[src/design/tbi_pma_pkg.sv]
// -----------------------------------------------
// Shared constants for the TBI serial PMA wrapper
// Code-group width, serial bit counters, synchronizer
// depth and reset sequencer timing
// Referenced by scoped name from every RTL block
// -----------------------------------------------

package tbi_pma_pkg;

  // -----------------------------------------------
  // Datapath
  // -----------------------------------------------

  localparam int TBI_WIDTH     = 10; // One 8b/10b code group
  localparam int BIT_CNT_WIDTH = 4;  // Holds 0..TBI_WIDTH-1

  // -----------------------------------------------
  // Clock domain crossing
  // -----------------------------------------------

  // Flops in each synchronizer chain, reset and rx_locked alike
  localparam int SYNC_DEPTH = 3;

  // -----------------------------------------------
  // LVDS reset sequencer
  // -----------------------------------------------

  // Cycles pll_areset is held after the internal reset releases
  localparam int PLL_RESET_CYCLES = 8;

  // Sequencer counter width, must cover PLL_RESET_CYCLES-1
  localparam int SEQ_CNT_WIDTH = 4;

endpackage

[src/design/lvds_reset_sequencer.sv]
// -----------------------------------------------
// LVDS receiver bring-up sequence
// PLL reset, lock wait, data realignment reset, one
// channel align pulse, then rx_reset is released
// Lock loss drops back to the lock wait
// -----------------------------------------------

`timescale 1ns/1ps

module lvds_reset_sequencer (
  input  logic ref_clk,
  input  logic reset_ref_clk_int,
  input  logic rx_locked,             // PLL lock, async to ref_clk
  output logic pll_areset,
  output logic rx_cda_reset,          // One cycle pulse
  output logic rx_channel_data_align, // One cycle pulse
  output logic rx_reset
);

  // State codes
  localparam logic [2:0] ST_PLL   = 3'd0; // PLL held in reset
  localparam logic [2:0] ST_WAIT  = 3'd1; // Waiting for synchronized lock
  localparam logic [2:0] ST_CDA   = 3'd2; // Realignment reset
  localparam logic [2:0] ST_ALIGN = 3'd3; // Bit slip pulse
  localparam logic [2:0] ST_RUN   = 3'd4; // Receiver released

  localparam logic [tbi_pma_pkg::SEQ_CNT_WIDTH-1:0] PLL_LAST =
    tbi_pma_pkg::SEQ_CNT_WIDTH'(tbi_pma_pkg::PLL_RESET_CYCLES - 1);

  logic [tbi_pma_pkg::SYNC_DEPTH-1:0]    locked_ff;   // Lock synchronizer
  logic                                  locked_sync;
  logic [2:0]                            state;
  logic [2:0]                            state_nxt;
  logic [tbi_pma_pkg::SEQ_CNT_WIDTH-1:0] seq_cnt;     // PLL reset timer

  // -----------------------------------------------
  // Lock synchronizer
  // -----------------------------------------------

  always_ff @(posedge ref_clk or posedge reset_ref_clk_int)
  begin
    if (reset_ref_clk_int)
    begin
      locked_ff <= '0;
    end
    else
    begin
      locked_ff <= {locked_ff[tbi_pma_pkg::SYNC_DEPTH-2:0], rx_locked};
    end
  end

  assign locked_sync = locked_ff[tbi_pma_pkg::SYNC_DEPTH-1];

  // -----------------------------------------------
  // Next state
  // -----------------------------------------------

  always_comb
  begin
    state_nxt = state; // Hold by default
    case (state)
      ST_PLL   : if (seq_cnt == PLL_LAST) state_nxt = ST_WAIT;
      ST_WAIT  : if (locked_sync) state_nxt = ST_CDA;
      ST_CDA   : state_nxt = ST_ALIGN;            // Fixed one cycle spacing
      ST_ALIGN : state_nxt = ST_RUN;
      ST_RUN   : if (!locked_sync) state_nxt = ST_WAIT; // Lock lost, PLL left alone
      default  : state_nxt = ST_PLL;
    endcase
  end

  // State, timer and registered output decode
  always_ff @(posedge ref_clk or posedge reset_ref_clk_int)
  begin
    if (reset_ref_clk_int)
    begin
      state                 <= ST_PLL;
      seq_cnt               <= '0;
      pll_areset            <= 1'b1;
      rx_cda_reset          <= 1'b0;
      rx_channel_data_align <= 1'b0;
      rx_reset              <= 1'b1;
    end
    else
    begin
      state                 <= state_nxt;
      seq_cnt               <= (state == ST_PLL) ? seq_cnt + 1'b1 : '0; // Runs only in PLL reset
      pll_areset            <= (state_nxt == ST_PLL);
      rx_cda_reset          <= (state_nxt == ST_CDA);
      rx_channel_data_align <= (state_nxt == ST_ALIGN);
      rx_reset              <= (state_nxt != ST_RUN);  // Low only while running
    end
  end

  // Realignment reset and bit slip never overlap
  a_pulses_apart : assert property (@(posedge ref_clk) disable iff (reset_ref_clk_int)
    !(rx_cda_reset && rx_channel_data_align))
    else $error("rx_cda_reset and rx_channel_data_align high together");

  // Receiver release always follows an align pulse
  a_release_after_align : assert property (@(posedge ref_clk) disable iff (reset_ref_clk_int)
    $fell(rx_reset) |-> $past(rx_channel_data_align))
    else $error("rx_reset fell without a preceding align pulse");

endmodule

[src/design/lvds_rx_deserializer.sv]
// -----------------------------------------------
// TBI receive deserializer
// Collects rxp into code groups once rx_reset is gone
// Realignment reset clears the word counter, align slips it
// First received bit lands in bit 0 of tbi_rx_d
// -----------------------------------------------

`timescale 1ns/1ps

module lvds_rx_deserializer (
  input  logic                              ref_clk,
  input  logic                              reset_ref_clk_int,
  input  logic                              rx_reset,              // Holds the path idle
  input  logic                              rx_cda_reset,          // Clears word position
  input  logic                              rx_channel_data_align, // One bit slip
  input  logic                              rxp,
  output logic [tbi_pma_pkg::TBI_WIDTH-1:0] tbi_rx_d,
  output logic                              tbi_rx_valid
);

  localparam logic [tbi_pma_pkg::BIT_CNT_WIDTH-1:0] LAST_BIT =
    tbi_pma_pkg::BIT_CNT_WIDTH'(tbi_pma_pkg::TBI_WIDTH - 1);

  logic [tbi_pma_pkg::BIT_CNT_WIDTH-1:0] bit_cnt;   // Bits collected so far
  logic                                  bit_adv;   // Counter steps this cycle
  logic                                  word_done; // Tenth bit just went in
  logic [tbi_pma_pkg::TBI_WIDTH-1:0]     rx_shift;  // First bit ends at the top
  logic [tbi_pma_pkg::TBI_WIDTH-1:0]     rx_rev;    // Back to bit 0 first

  assign bit_adv = !rx_reset && !rx_channel_data_align;

  // -----------------------------------------------
  // Word position
  // -----------------------------------------------

  always_ff @(posedge ref_clk or posedge reset_ref_clk_int)
  begin
    if (reset_ref_clk_int)
    begin
      bit_cnt   <= '0;
      word_done <= 1'b0;
    end
    else
    begin
      word_done <= bit_adv && (bit_cnt == LAST_BIT);
      if (rx_cda_reset)
        bit_cnt <= '0;                                      // Realignment
      else if (bit_adv)
        bit_cnt <= (bit_cnt == LAST_BIT) ? '0 : bit_cnt + 1'b1;
    end
  end

  // Shift register in the receiver's own order, top first
  always_ff @(posedge ref_clk)
  begin
    if (!rx_reset)
    begin
      rx_shift <= {rx_shift[tbi_pma_pkg::TBI_WIDTH-2:0], rxp};
    end
  end

  always_comb
  begin
    for (int i = 0; i < tbi_pma_pkg::TBI_WIDTH; i++)
    begin
      rx_rev[i] = rx_shift[tbi_pma_pkg::TBI_WIDTH-1-i];
    end
  end

  // -----------------------------------------------
  // Word output, one cycle after the last bit
  // -----------------------------------------------

  always_ff @(posedge ref_clk or posedge reset_ref_clk_int)
  begin
    if (reset_ref_clk_int)
    begin
      tbi_rx_d     <= '0;
      tbi_rx_valid <= 1'b0;
    end
    else
    begin
      tbi_rx_valid <= word_done;
      if (word_done)
        tbi_rx_d <= rx_rev; // Held until the next word
    end
  end

  // Sequencer spacing leaves the counter on a word boundary at release
  a_aligned_at_release : assert property (@(posedge ref_clk) disable iff (reset_ref_clk_int)
    $fell(rx_reset) |-> (bit_cnt == '0))
    else $error("Word counter not zero when rx_reset fell");

endmodule

[src/design/lvds_tx_serializer.sv]
// -----------------------------------------------
// TBI transmit serializer
// Takes a code group on every word strobe and sends it
// bit 0 first, as Clause 36 asks
// No back-pressure, a word is taken every TBI_WIDTH cycles
// -----------------------------------------------

`timescale 1ns/1ps

module lvds_tx_serializer (
  input  logic                              ref_clk,
  input  logic                              reset_ref_clk_int,
  input  logic [tbi_pma_pkg::TBI_WIDTH-1:0] tbi_tx_d,
  output logic                              tx_word_req, // Sample strobe for tbi_tx_d
  output logic                              txp
);

  localparam logic [tbi_pma_pkg::BIT_CNT_WIDTH-1:0] LAST_BIT =
    tbi_pma_pkg::BIT_CNT_WIDTH'(tbi_pma_pkg::TBI_WIDTH - 1);

  logic [tbi_pma_pkg::BIT_CNT_WIDTH-1:0] bit_cnt;  // Position within the word
  logic [tbi_pma_pkg::TBI_WIDTH-1:0]     tx_rev;   // Word with bit order reversed
  logic [tbi_pma_pkg::TBI_WIDTH-1:0]     tx_shift; // MSB goes out on txp

  // -----------------------------------------------
  // Word timing
  // -----------------------------------------------

  always_ff @(posedge ref_clk or posedge reset_ref_clk_int)
  begin
    if (reset_ref_clk_int)
    begin
      bit_cnt <= '0;
    end
    else if (bit_cnt == LAST_BIT)
    begin
      bit_cnt <= '0; // Wrap, next word due
    end
    else
    begin
      bit_cnt <= bit_cnt + 1'b1;
    end
  end

  assign tx_word_req = (bit_cnt == '0);

  // -----------------------------------------------
  // Bit reversal and shift out
  // -----------------------------------------------

  // Serializer sends its top bit first, so bit 0 moves to the top
  always_comb
  begin
    for (int i = 0; i < tbi_pma_pkg::TBI_WIDTH; i++)
    begin
      tx_rev[i] = tbi_tx_d[tbi_pma_pkg::TBI_WIDTH-1-i];
    end
  end

  always_ff @(posedge ref_clk or posedge reset_ref_clk_int)
  begin
    if (reset_ref_clk_int)
    begin
      tx_shift <= '0; // Line idles low
    end
    else if (tx_word_req)
    begin
      tx_shift <= tx_rev; // Load on the strobe edge
    end
    else
    begin
      tx_shift <= {tx_shift[tbi_pma_pkg::TBI_WIDTH-2:0], 1'b0};
    end
  end

  assign txp = tx_shift[tbi_pma_pkg::TBI_WIDTH-1];

  // Strobes exactly one word apart
  a_strobe_spacing : assert property (@(posedge ref_clk) disable iff (reset_ref_clk_int)
    tx_word_req |=> (!tx_word_req) [* (tbi_pma_pkg::TBI_WIDTH - 1)])
    else $error("tx_word_req repeated within one word time");

endmodule

[src/design/reset_synchronizer.sv]
// -----------------------------------------------
// Reset synchronizer for the ref_clk domain
// Raw reset asserts the output at once, release is
// delayed by a chain of flops so it leaves on a clock edge
// -----------------------------------------------

`timescale 1ns/1ps

module reset_synchronizer (
  input  logic ref_clk,
  input  logic reset,             // Raw async reset, active high
  output logic reset_ref_clk_int  // Synchronized release
);

  logic [tbi_pma_pkg::SYNC_DEPTH-1:0] sync_ff; // Release chain

  // Preset on reset, zeros walk in once it is gone
  always_ff @(posedge ref_clk or posedge reset)
  begin
    if (reset)
    begin
      sync_ff <= '1;
    end
    else
    begin
      sync_ff <= {sync_ff[tbi_pma_pkg::SYNC_DEPTH-2:0], 1'b0};
    end
  end

  assign reset_ref_clk_int = sync_ff[tbi_pma_pkg::SYNC_DEPTH-1]; // Last stage drives domain

  // Internal reset must cover every edge the raw reset is active
  a_reset_covers : assert property (@(posedge ref_clk) reset |-> reset_ref_clk_int)
    else $error("reset_ref_clk_int low while reset is high");

endmodule

[src/design/tbi_pma_top.sv]
// -----------------------------------------------
// TBI serial PMA top level on ref_clk
// Sits between a ten-bit code-group interface and the
// serial pins, with the LVDS receiver bring-up sequence
// -----------------------------------------------

`timescale 1ns/1ps

module tbi_pma_top (
  input  logic                              ref_clk,
  input  logic                              reset,        // Raw async reset
  input  logic                              rx_locked,    // PLL lock level
  input  logic                              rxp,          // Serial receive bit
  input  logic [tbi_pma_pkg::TBI_WIDTH-1:0] tbi_tx_d,     // Code group to send
  output logic                              txp,          // Serial transmit bit
  output logic                              tx_word_req,  // tbi_tx_d sample strobe
  output logic                              tbi_rx_valid, // New tbi_rx_d
  output logic                              pll_areset,
  output logic                              rx_ready,     // Receiver running
  output logic [tbi_pma_pkg::TBI_WIDTH-1:0] tbi_rx_d      // Received code group
);

  logic reset_ref_clk_int;     // Synchronized reset
  logic rx_cda_reset;
  logic rx_channel_data_align;
  logic rx_reset;

  // -----------------------------------------------
  // Reset and receiver bring-up
  // -----------------------------------------------

  reset_synchronizer u_reset_sync (
    .ref_clk           (ref_clk),
    .reset             (reset),
    .reset_ref_clk_int (reset_ref_clk_int)
  );

  lvds_reset_sequencer u_reset_seq (
    .ref_clk               (ref_clk),
    .reset_ref_clk_int     (reset_ref_clk_int),
    .rx_locked             (rx_locked),
    .pll_areset            (pll_areset),
    .rx_cda_reset          (rx_cda_reset),
    .rx_channel_data_align (rx_channel_data_align),
    .rx_reset              (rx_reset)
  );

  assign rx_ready = ~rx_reset; // Same cycle as the sequencer

  // -----------------------------------------------
  // Serial paths
  // -----------------------------------------------

  lvds_tx_serializer u_tx (
    .ref_clk           (ref_clk),
    .reset_ref_clk_int (reset_ref_clk_int),
    .tbi_tx_d          (tbi_tx_d),
    .tx_word_req       (tx_word_req),
    .txp               (txp)
  );

  lvds_rx_deserializer u_rx (
    .ref_clk               (ref_clk),
    .reset_ref_clk_int     (reset_ref_clk_int),
    .rx_reset              (rx_reset),
    .rx_cda_reset          (rx_cda_reset),
    .rx_channel_data_align (rx_channel_data_align),
    .rxp                   (rxp),
    .tbi_rx_d              (tbi_rx_d),
    .tbi_rx_valid          (tbi_rx_valid)
  );

endmodule

[config.mk]
export PLATFORM = sky130hd
export DESIGN_NAME = tbi_pma_top
export DESIGN_NICKNAME = d
export VERILOG_FILES = /design/src/design/tbi_pma_pkg.sv /design/src/design/lvds_reset_sequencer.sv /design/src/design/lvds_rx_deserializer.sv /design/src/design/lvds_tx_serializer.sv /design/src/design/reset_synchronizer.sv /design/src/design/tbi_pma_top.sv
export SDC_FILE = /design/constraint.sdc
export NUM_CORES = 1
export LEC_CHECK = 0
export BUFFER_PORTS_ARGS = -buffer_cell sky130_fd_sc_hd__buf_4
export CORE_MARGIN = 3
export CORE_UTILIZATION = 35
export CTS_CLUSTER_SIZE = 24
export DETAILED_ROUTE_END_ITERATION = 8
export GPL_TIMING_DRIVEN = 0
export PLACE_DENSITY = 0.58
export SYNTH_ARGS = -nofsm -noshare
export SYNTH_HDL_FRONTEND = slang
export SYNTH_SLANG_ARGS = --single-unit
[constraint.sdc]
create_clock -name ref_clk -period 1.4 [get_ports ref_clk]
set_clock_uncertainty 0.05 [all_clocks]
set_input_delay 0.28 -clock ref_clk [delete_from_list [all_inputs] [get_ports ref_clk]]
set_output_delay 0.28 -clock ref_clk [all_outputs]
set_load 0.005 [all_outputs]
# [Word-level counts from Yosys, hierarchy flattened]
# Cells that the tools add are included.
# Widths: inputs -> output; s select.
[word_totals] regBits=57 out_inout_bits=15 elab_cells=47
[op_classes] addsub=3 eq_ne=10 muxes=10 bitwise_logic=1 n_reduce_logical=8
[op_table] operator="$mux 4" n=5
[op_table] operator="$pmux 3 s5" n=1
[op_table] operator="$add 4x1->4 const B" n=3
[op_table] operator="$eq 3x2->1 const B" n=4
[op_table] operator="$mux 10" n=1
[op_table] operator="$mux 3" n=3
[op_table] operator="$eq 4x4->1 const B" n=2
[op_table] operator="$logic_not 3->1" n=2
[op_table] operator="$eq 4x3->1 const B" n=1
[op_table] operator="$logic_not 4->1" n=1
[op_table] operator="$eq 3x1->1 const B" n=1
[op_table] operator="$eq 3x3->1 const B" n=1
[op_table] operator="$ne 3x3->1 const B" n=1
[op_table] operator="$logic_and 1x1->1" n=2
[op_table] operator="$logic_not 1->1" n=2
[op_table] operator="$reduce_bool 2->1" n=1
[op_table] operator="$not 1->1" n=1

# [Logic depth before layout (Yosys ltp)]
[depth] word_depth=4 ltp_mapped=5 depth_no_buf=5

# [Cells and area by module]
# A second synthesis with hierarchy kept.
[hier_totals] cells_unflattened=146 area_unflattened_um2=2174.6
[modules_own_cells] module="lvds_rx_deserializer" n_inst=1 cells_per_inst=62 area_per_inst_um2=972.2
[modules_own_cells] module="lvds_tx_serializer" n_inst=1 cells_per_inst=38 area_per_inst_um2=589.3
[modules_own_cells] module="lvds_reset_sequencer" n_inst=1 cells_per_inst=40 area_per_inst_um2=523.0
[modules_own_cells] module="reset_synchronizer" n_inst=1 cells_per_inst=5 area_per_inst_um2=86.3
[modules_own_cells] module="tbi_pma_top" n_inst=1 cells_per_inst=1 area_per_inst_um2=3.8

# [Worst setup path before layout]
# No wires, ideal clock.
[synth_timing] path_type="reg2reg" startpoint="register u_tx.bit_cnt[1] (netlist bit)" endpoint="register u_tx.tx_shift[1] (netlist bit)" setup_ns=0.125 t_arrival_ns=1.229 t_required_ns=1.225 path_slack_ns=-0.004 path_stages_with_launch=4 path_cell_list="dfrtp_1 > nor4_4 > buf_6 > mux2_4"
[synth_between] elab_chain_len=2
[synth_lines] element="start, declared" line="lvds_tx_serializer.sv:21" rtl="logic [tbi_pma_pkg::BIT_CNT_WIDTH-1:0] bit_cnt;"
[synth_lines] element="start signal, assigned" line="lvds_tx_serializer.sv:41" rtl="bit_cnt <= bit_cnt + 1'b1;"
[synth_lines] element="$logic_not 4->1" line="lvds_tx_serializer.sv:45" rtl="assign tx_word_req = (bit_cnt == '0);"
[synth_lines] element="named net tx_word_req" line="tbi_pma_top.sv:16" rtl="output logic tx_word_req,"
[synth_lines] element="$mux 10" line="lvds_tx_serializer.sv:66" rtl="else if (tx_word_req)"
[synth_lines] element="end signal, assigned" line="lvds_tx_serializer.sv:68" rtl="tx_shift <= tx_rev;"
[synth_lines] element="end signal, assigned" line="lvds_tx_serializer.sv:72" rtl="tx_shift <= {tx_shift[tbi_pma_pkg::TBI_WIDTH-2:0], 1'b0};"
[synth_lines] element="end, declared" line="lvds_tx_serializer.sv:23" rtl="logic [tbi_pma_pkg::TBI_WIDTH-1:0] tx_shift;"
# The timed path passes the listed nets, and every way through them passes these cells.
# A chain may end at the register's enable or synchronous reset.

# [Worst setup path in the final report]
[layout_timing] startpoint="register u_tx.bit_cnt[1] (netlist bit)" endpoint="output port tx_word_req"
[layout_between] elab_chain_len=1
[layout_lines] element="$logic_not 4->1" line="lvds_tx_serializer.sv:45"
[layout_lines] element="end, declared" line="tbi_pma_top.sv:16"
# Every way passes these cells.

==> flow_summary.yaml <==
layout:
  finalNonFillerCells: 269
  diodes: 0
  final_cell_mix: "dfrtp_1, buf_4, mux2_2, clkbuf_8, edfxtp_1"
  final_area_mm2: 0.002760
  multiInputGateArea_um2: 610.6
  mostFrequentLayoutCell: "dfrtp_1"
  drive_above_1_share_pct: 44.16
  final_nets: 209
  fill_cells: 493
  regArea_mm2: 0.001485
  area_growth_syn_to_layout_pct: 29.38
grt:
  antenna_found_initial: 0
  grt_pass1_vias: 1388
  grt_overflow: 0
  grt_pass1_wl_um: 6465
  grt_max_degree: 45
  grt_use_total_pct: 11.79
power_and_ir_drop:
  combPwrFrac_pct: 18.4
  p_switching_w: 0.001236
  clkPwrFrac_pct: 31.5
  power_w: 0.004516
  vdd_drop_max_mv: 0.6083
  seq_power_share_pct: 50.1
  leakagePower_nw: 1.272
  power_density_mw_per_mm2: 1636
  p_int_w: 0.003281
  switching_share_pct: 27.36
detailed_routing:
  routed_wl_um: 3734
  drcViolationCount: 0
  viasPerCell: 4.706
  drtAntennaViolNets: 0
  route.vias.total: 1266
  drtPass1Iterations: 4
  wl_per_cell_um: 13.88
  drtIter0Drc: 51
run_status:
  outcome: "finished, violations left"
  violations: "negative setup slack"
die:
  core_area_mm2: 0.005709
  start_util_pct: 37.37
  die_area_mm2: 0.007068
  ios: 29
  die_w_um: 84.07
  dieHeight_um: 84.07
  row_count: 27
synth:
  avgSynthCellArea_um2: 15.13
  ys_seq_elements: 57
  syn_nets: 158
  syn_inst: 141
  synth_warnings: 0
  ys_seq_area_share_pct: 69.50
  synth.distinct_cells: 35
  synth_area_mm2: 0.002133
placement:
  place_inst: 241
  portBuffers: 28
  placed_cell_area_mm2: 0.002437
  dp_hpwl_um: 2355
  gp_congestion: 0.7327
critical_path:
  rr_worst_depth: 5
  worstPathMaxFanout: 2
  arrival_ns: 1.30
  endpoint_kind: "output port"
  r2r_start: "u_tx.bit_cnt[1]"
  start_kind: "flip-flop"
  required_ns: 1.07
  r2r_slack_ns: -0.19
  timing.rr.end: "u_tx.tx_shift[5]"
  path_class: "reg2out"
timing:
  fmax_ghz: 0.6123
  setup_violations: 10
  drv_slew: 0
  min_period_ns: 1.633
  fin_setup_tns_ns: -1.760
  finalCritPeriodShare_pct: 116.7
  maxSlewHeadroom_pct: 36.26
  rsz0062_at_grt: "yes"
  tightest_slew_ns: 0.9540
  finalWorstSetupSlack_ns: -0.2333
  finalHoldViolCount: 0
clock_tree:
  clk_latency_ns: 0.33
  clockRootBuffer: "clkbuf_8"
  cts.clk_slew.worst_paths_ns: 0.06
  cts_buffers: 9
  cts_tree: "done"
  cts-htree-levels: 3
  cts.path.max_buffers: 2
  cts_sinks: 57
run:
  drv_cap: 0
worst_hold_path:
  hold_path_end: "u_rx.rx_shift[0]"
  hold_class: "in2reg"
  min_path_cells: 1
  min-delay-start: "rxp"
-- layer usage --
layer  track usage (%)  up-vias  wire [um]
li1                  -      584          -
met1             12.69      640       1489
met2             19.30       40       1947
met3             6.910        2        286
met4             3.947        0         10
met5                 0        -          0
-- how the worst max path moves through the flow --
| stage | slack (ns) | to | from |
|---|---|---|---|
| 2_1_floorplan | -0.002 | u_tx.tx_shift[1] | u_tx.bit_cnt[2] |
| 3_3_place_gp | -0.06 | u_tx.tx_shift[5] | u_tx.bit_cnt[0] |
| 3_5_place_dp | -0.09 | u_tx.tx_shift[5] | u_tx.bit_cnt[0] |
| 4_1_cts | -0.26 | tx_word_req | u_tx.bit_cnt[2] |
| 5_1_grt | -0.30 | tx_word_req | u_tx.bit_cnt[1] |
| 6_report | -0.23 | tx_word_req | u_tx.bit_cnt[1] |
-- power groups by stage --
stage	Clock (W)	Sequential (W)	Combinational, W
after floorplan	0	0.00224	0.000463
after global placement	0	0.00226	0.000712
after detailed placement	0	0.00229	0.000763
after CTS	0.00149	0.00226	0.000813
after global routing	0.00157	0.00231	0.000931
final	0.00142	0.00226	0.000829
-- flip-flops by register name, summed over array words and instances (netlist names) --
| name | count |
|---|---|
| u_reset_seq.locked_ff | 3 |
| u_reset_seq.pll_areset | 1 |
| u_reset_seq.rx_cda_reset | 1 |
| u_reset_seq.rx_channel_data_align | 1 |
| u_reset_seq.rx_reset | 1 |
| u_reset_seq.seq_cnt | 4 |
| u_reset_seq.state | 3 |
| u_reset_sync.sync_ff | 3 |
| u_rx.bit_cnt | 4 |
| u_rx.rx_shift | 10 |
| u_rx.tbi_rx_d | 10 |
| u_rx.tbi_rx_valid | 1 |
| u_rx.word_done | 1 |
| u_tx.bit_cnt | 4 |
| u_tx.tx_shift | 10 |
-- timing repair --
action | CTS | global route
setup endpoints to repair | 10 | 13
resized for setup | 8 | 5
setup buffers | 7 | 5
hold buffers | 2 | 0
pin swaps | 2 | 4
hold endpoints to repair | 4 | 0
-- cell type report --
cell class                 count  area share [%]
buffer                         2          0.5893
clock buffer                  12           6.029
clock inverter                 4          0.9066
inverter                       8           1.360
multi-input combinational     74           22.12
sequential                    57           53.81
tap                           72           3.264
timing repair buffer          40           11.92
-- critical path, stage by stage (launching register included) --
cell and delay, ns:
dfrtp_2 0.43, nor4_4 0.32, buf_6 0.15, buf_6 0.08
-- stage by stage --
stage          setup slack [ns]  utilization (%)  hold WS [ns]
2_1_floorplan         -0.001974                -        0.1633
3_3_place_gp           -0.05576            42.69        0.2836
3_5_place_dp           -0.08988            42.69        0.2864
4_1_cts                 -0.2629            47.75       0.06616
5_1_grt                 -0.3044            48.35       0.06021
6_report                -0.2333            48.35       0.08797
-- Yosys cell counts --
cell type	instances	area share (%)
conb_1	1	0.18
dfstp_2	5	6.2
or2_4	1	0.41
xnor2_1	3	1.2
a22oi_1	1	0.35
o21ai_0	4	0.94
mux2_4	8	5.6
o31ai_1	1	0.35
dfrtp_1	42	49
nor2_1	9	1.6
buf_6	1	0.53
edfxtp_1	10	14
nor3b_1	1	0.35
nand2_1	6	1.1
a22o_1	1	0.41
a21oi_1	2	0.47
nor3_1	2	0.47
ha_1	3	1.8
nand3b_1	2	0.70
mux2i_1	2	0.94
or3_1	2	0.59
and3b_1	2	0.82
a32oi_1	1	0.41
or2_2	1	0.29
nand2b_1	1	0.29
mux2_2	10	5.3
nor4_4	1	1.0
and2_1	2	0.59
nand3_1	3	0.70
buf_2	1	0.23
nor2b_1	1	0.29
a31oi_1	1	0.29
inv_1	8	1.4
mux2_1	1	0.53
xor2_1	1	0.41
-- cell families (layout without fill, tap and decap cells) --
group | count (synthesis) | count (layout) | synth area share, %
xor+xnor | 4 | 4 | 1.643
flops | 57 | 57 | 69.50
compound gates | 11 | 11 | 3.226
mux | 21 | 21 | 12.38
fa+ha+maj | 3 | 3 | 1.760
buf+inv | 10 | 66 | 2.170
other cells | 1 | 1 | 0.1758
simple gates | 34 | 34 | 9.150
Power figures use the tool's default switching activity.
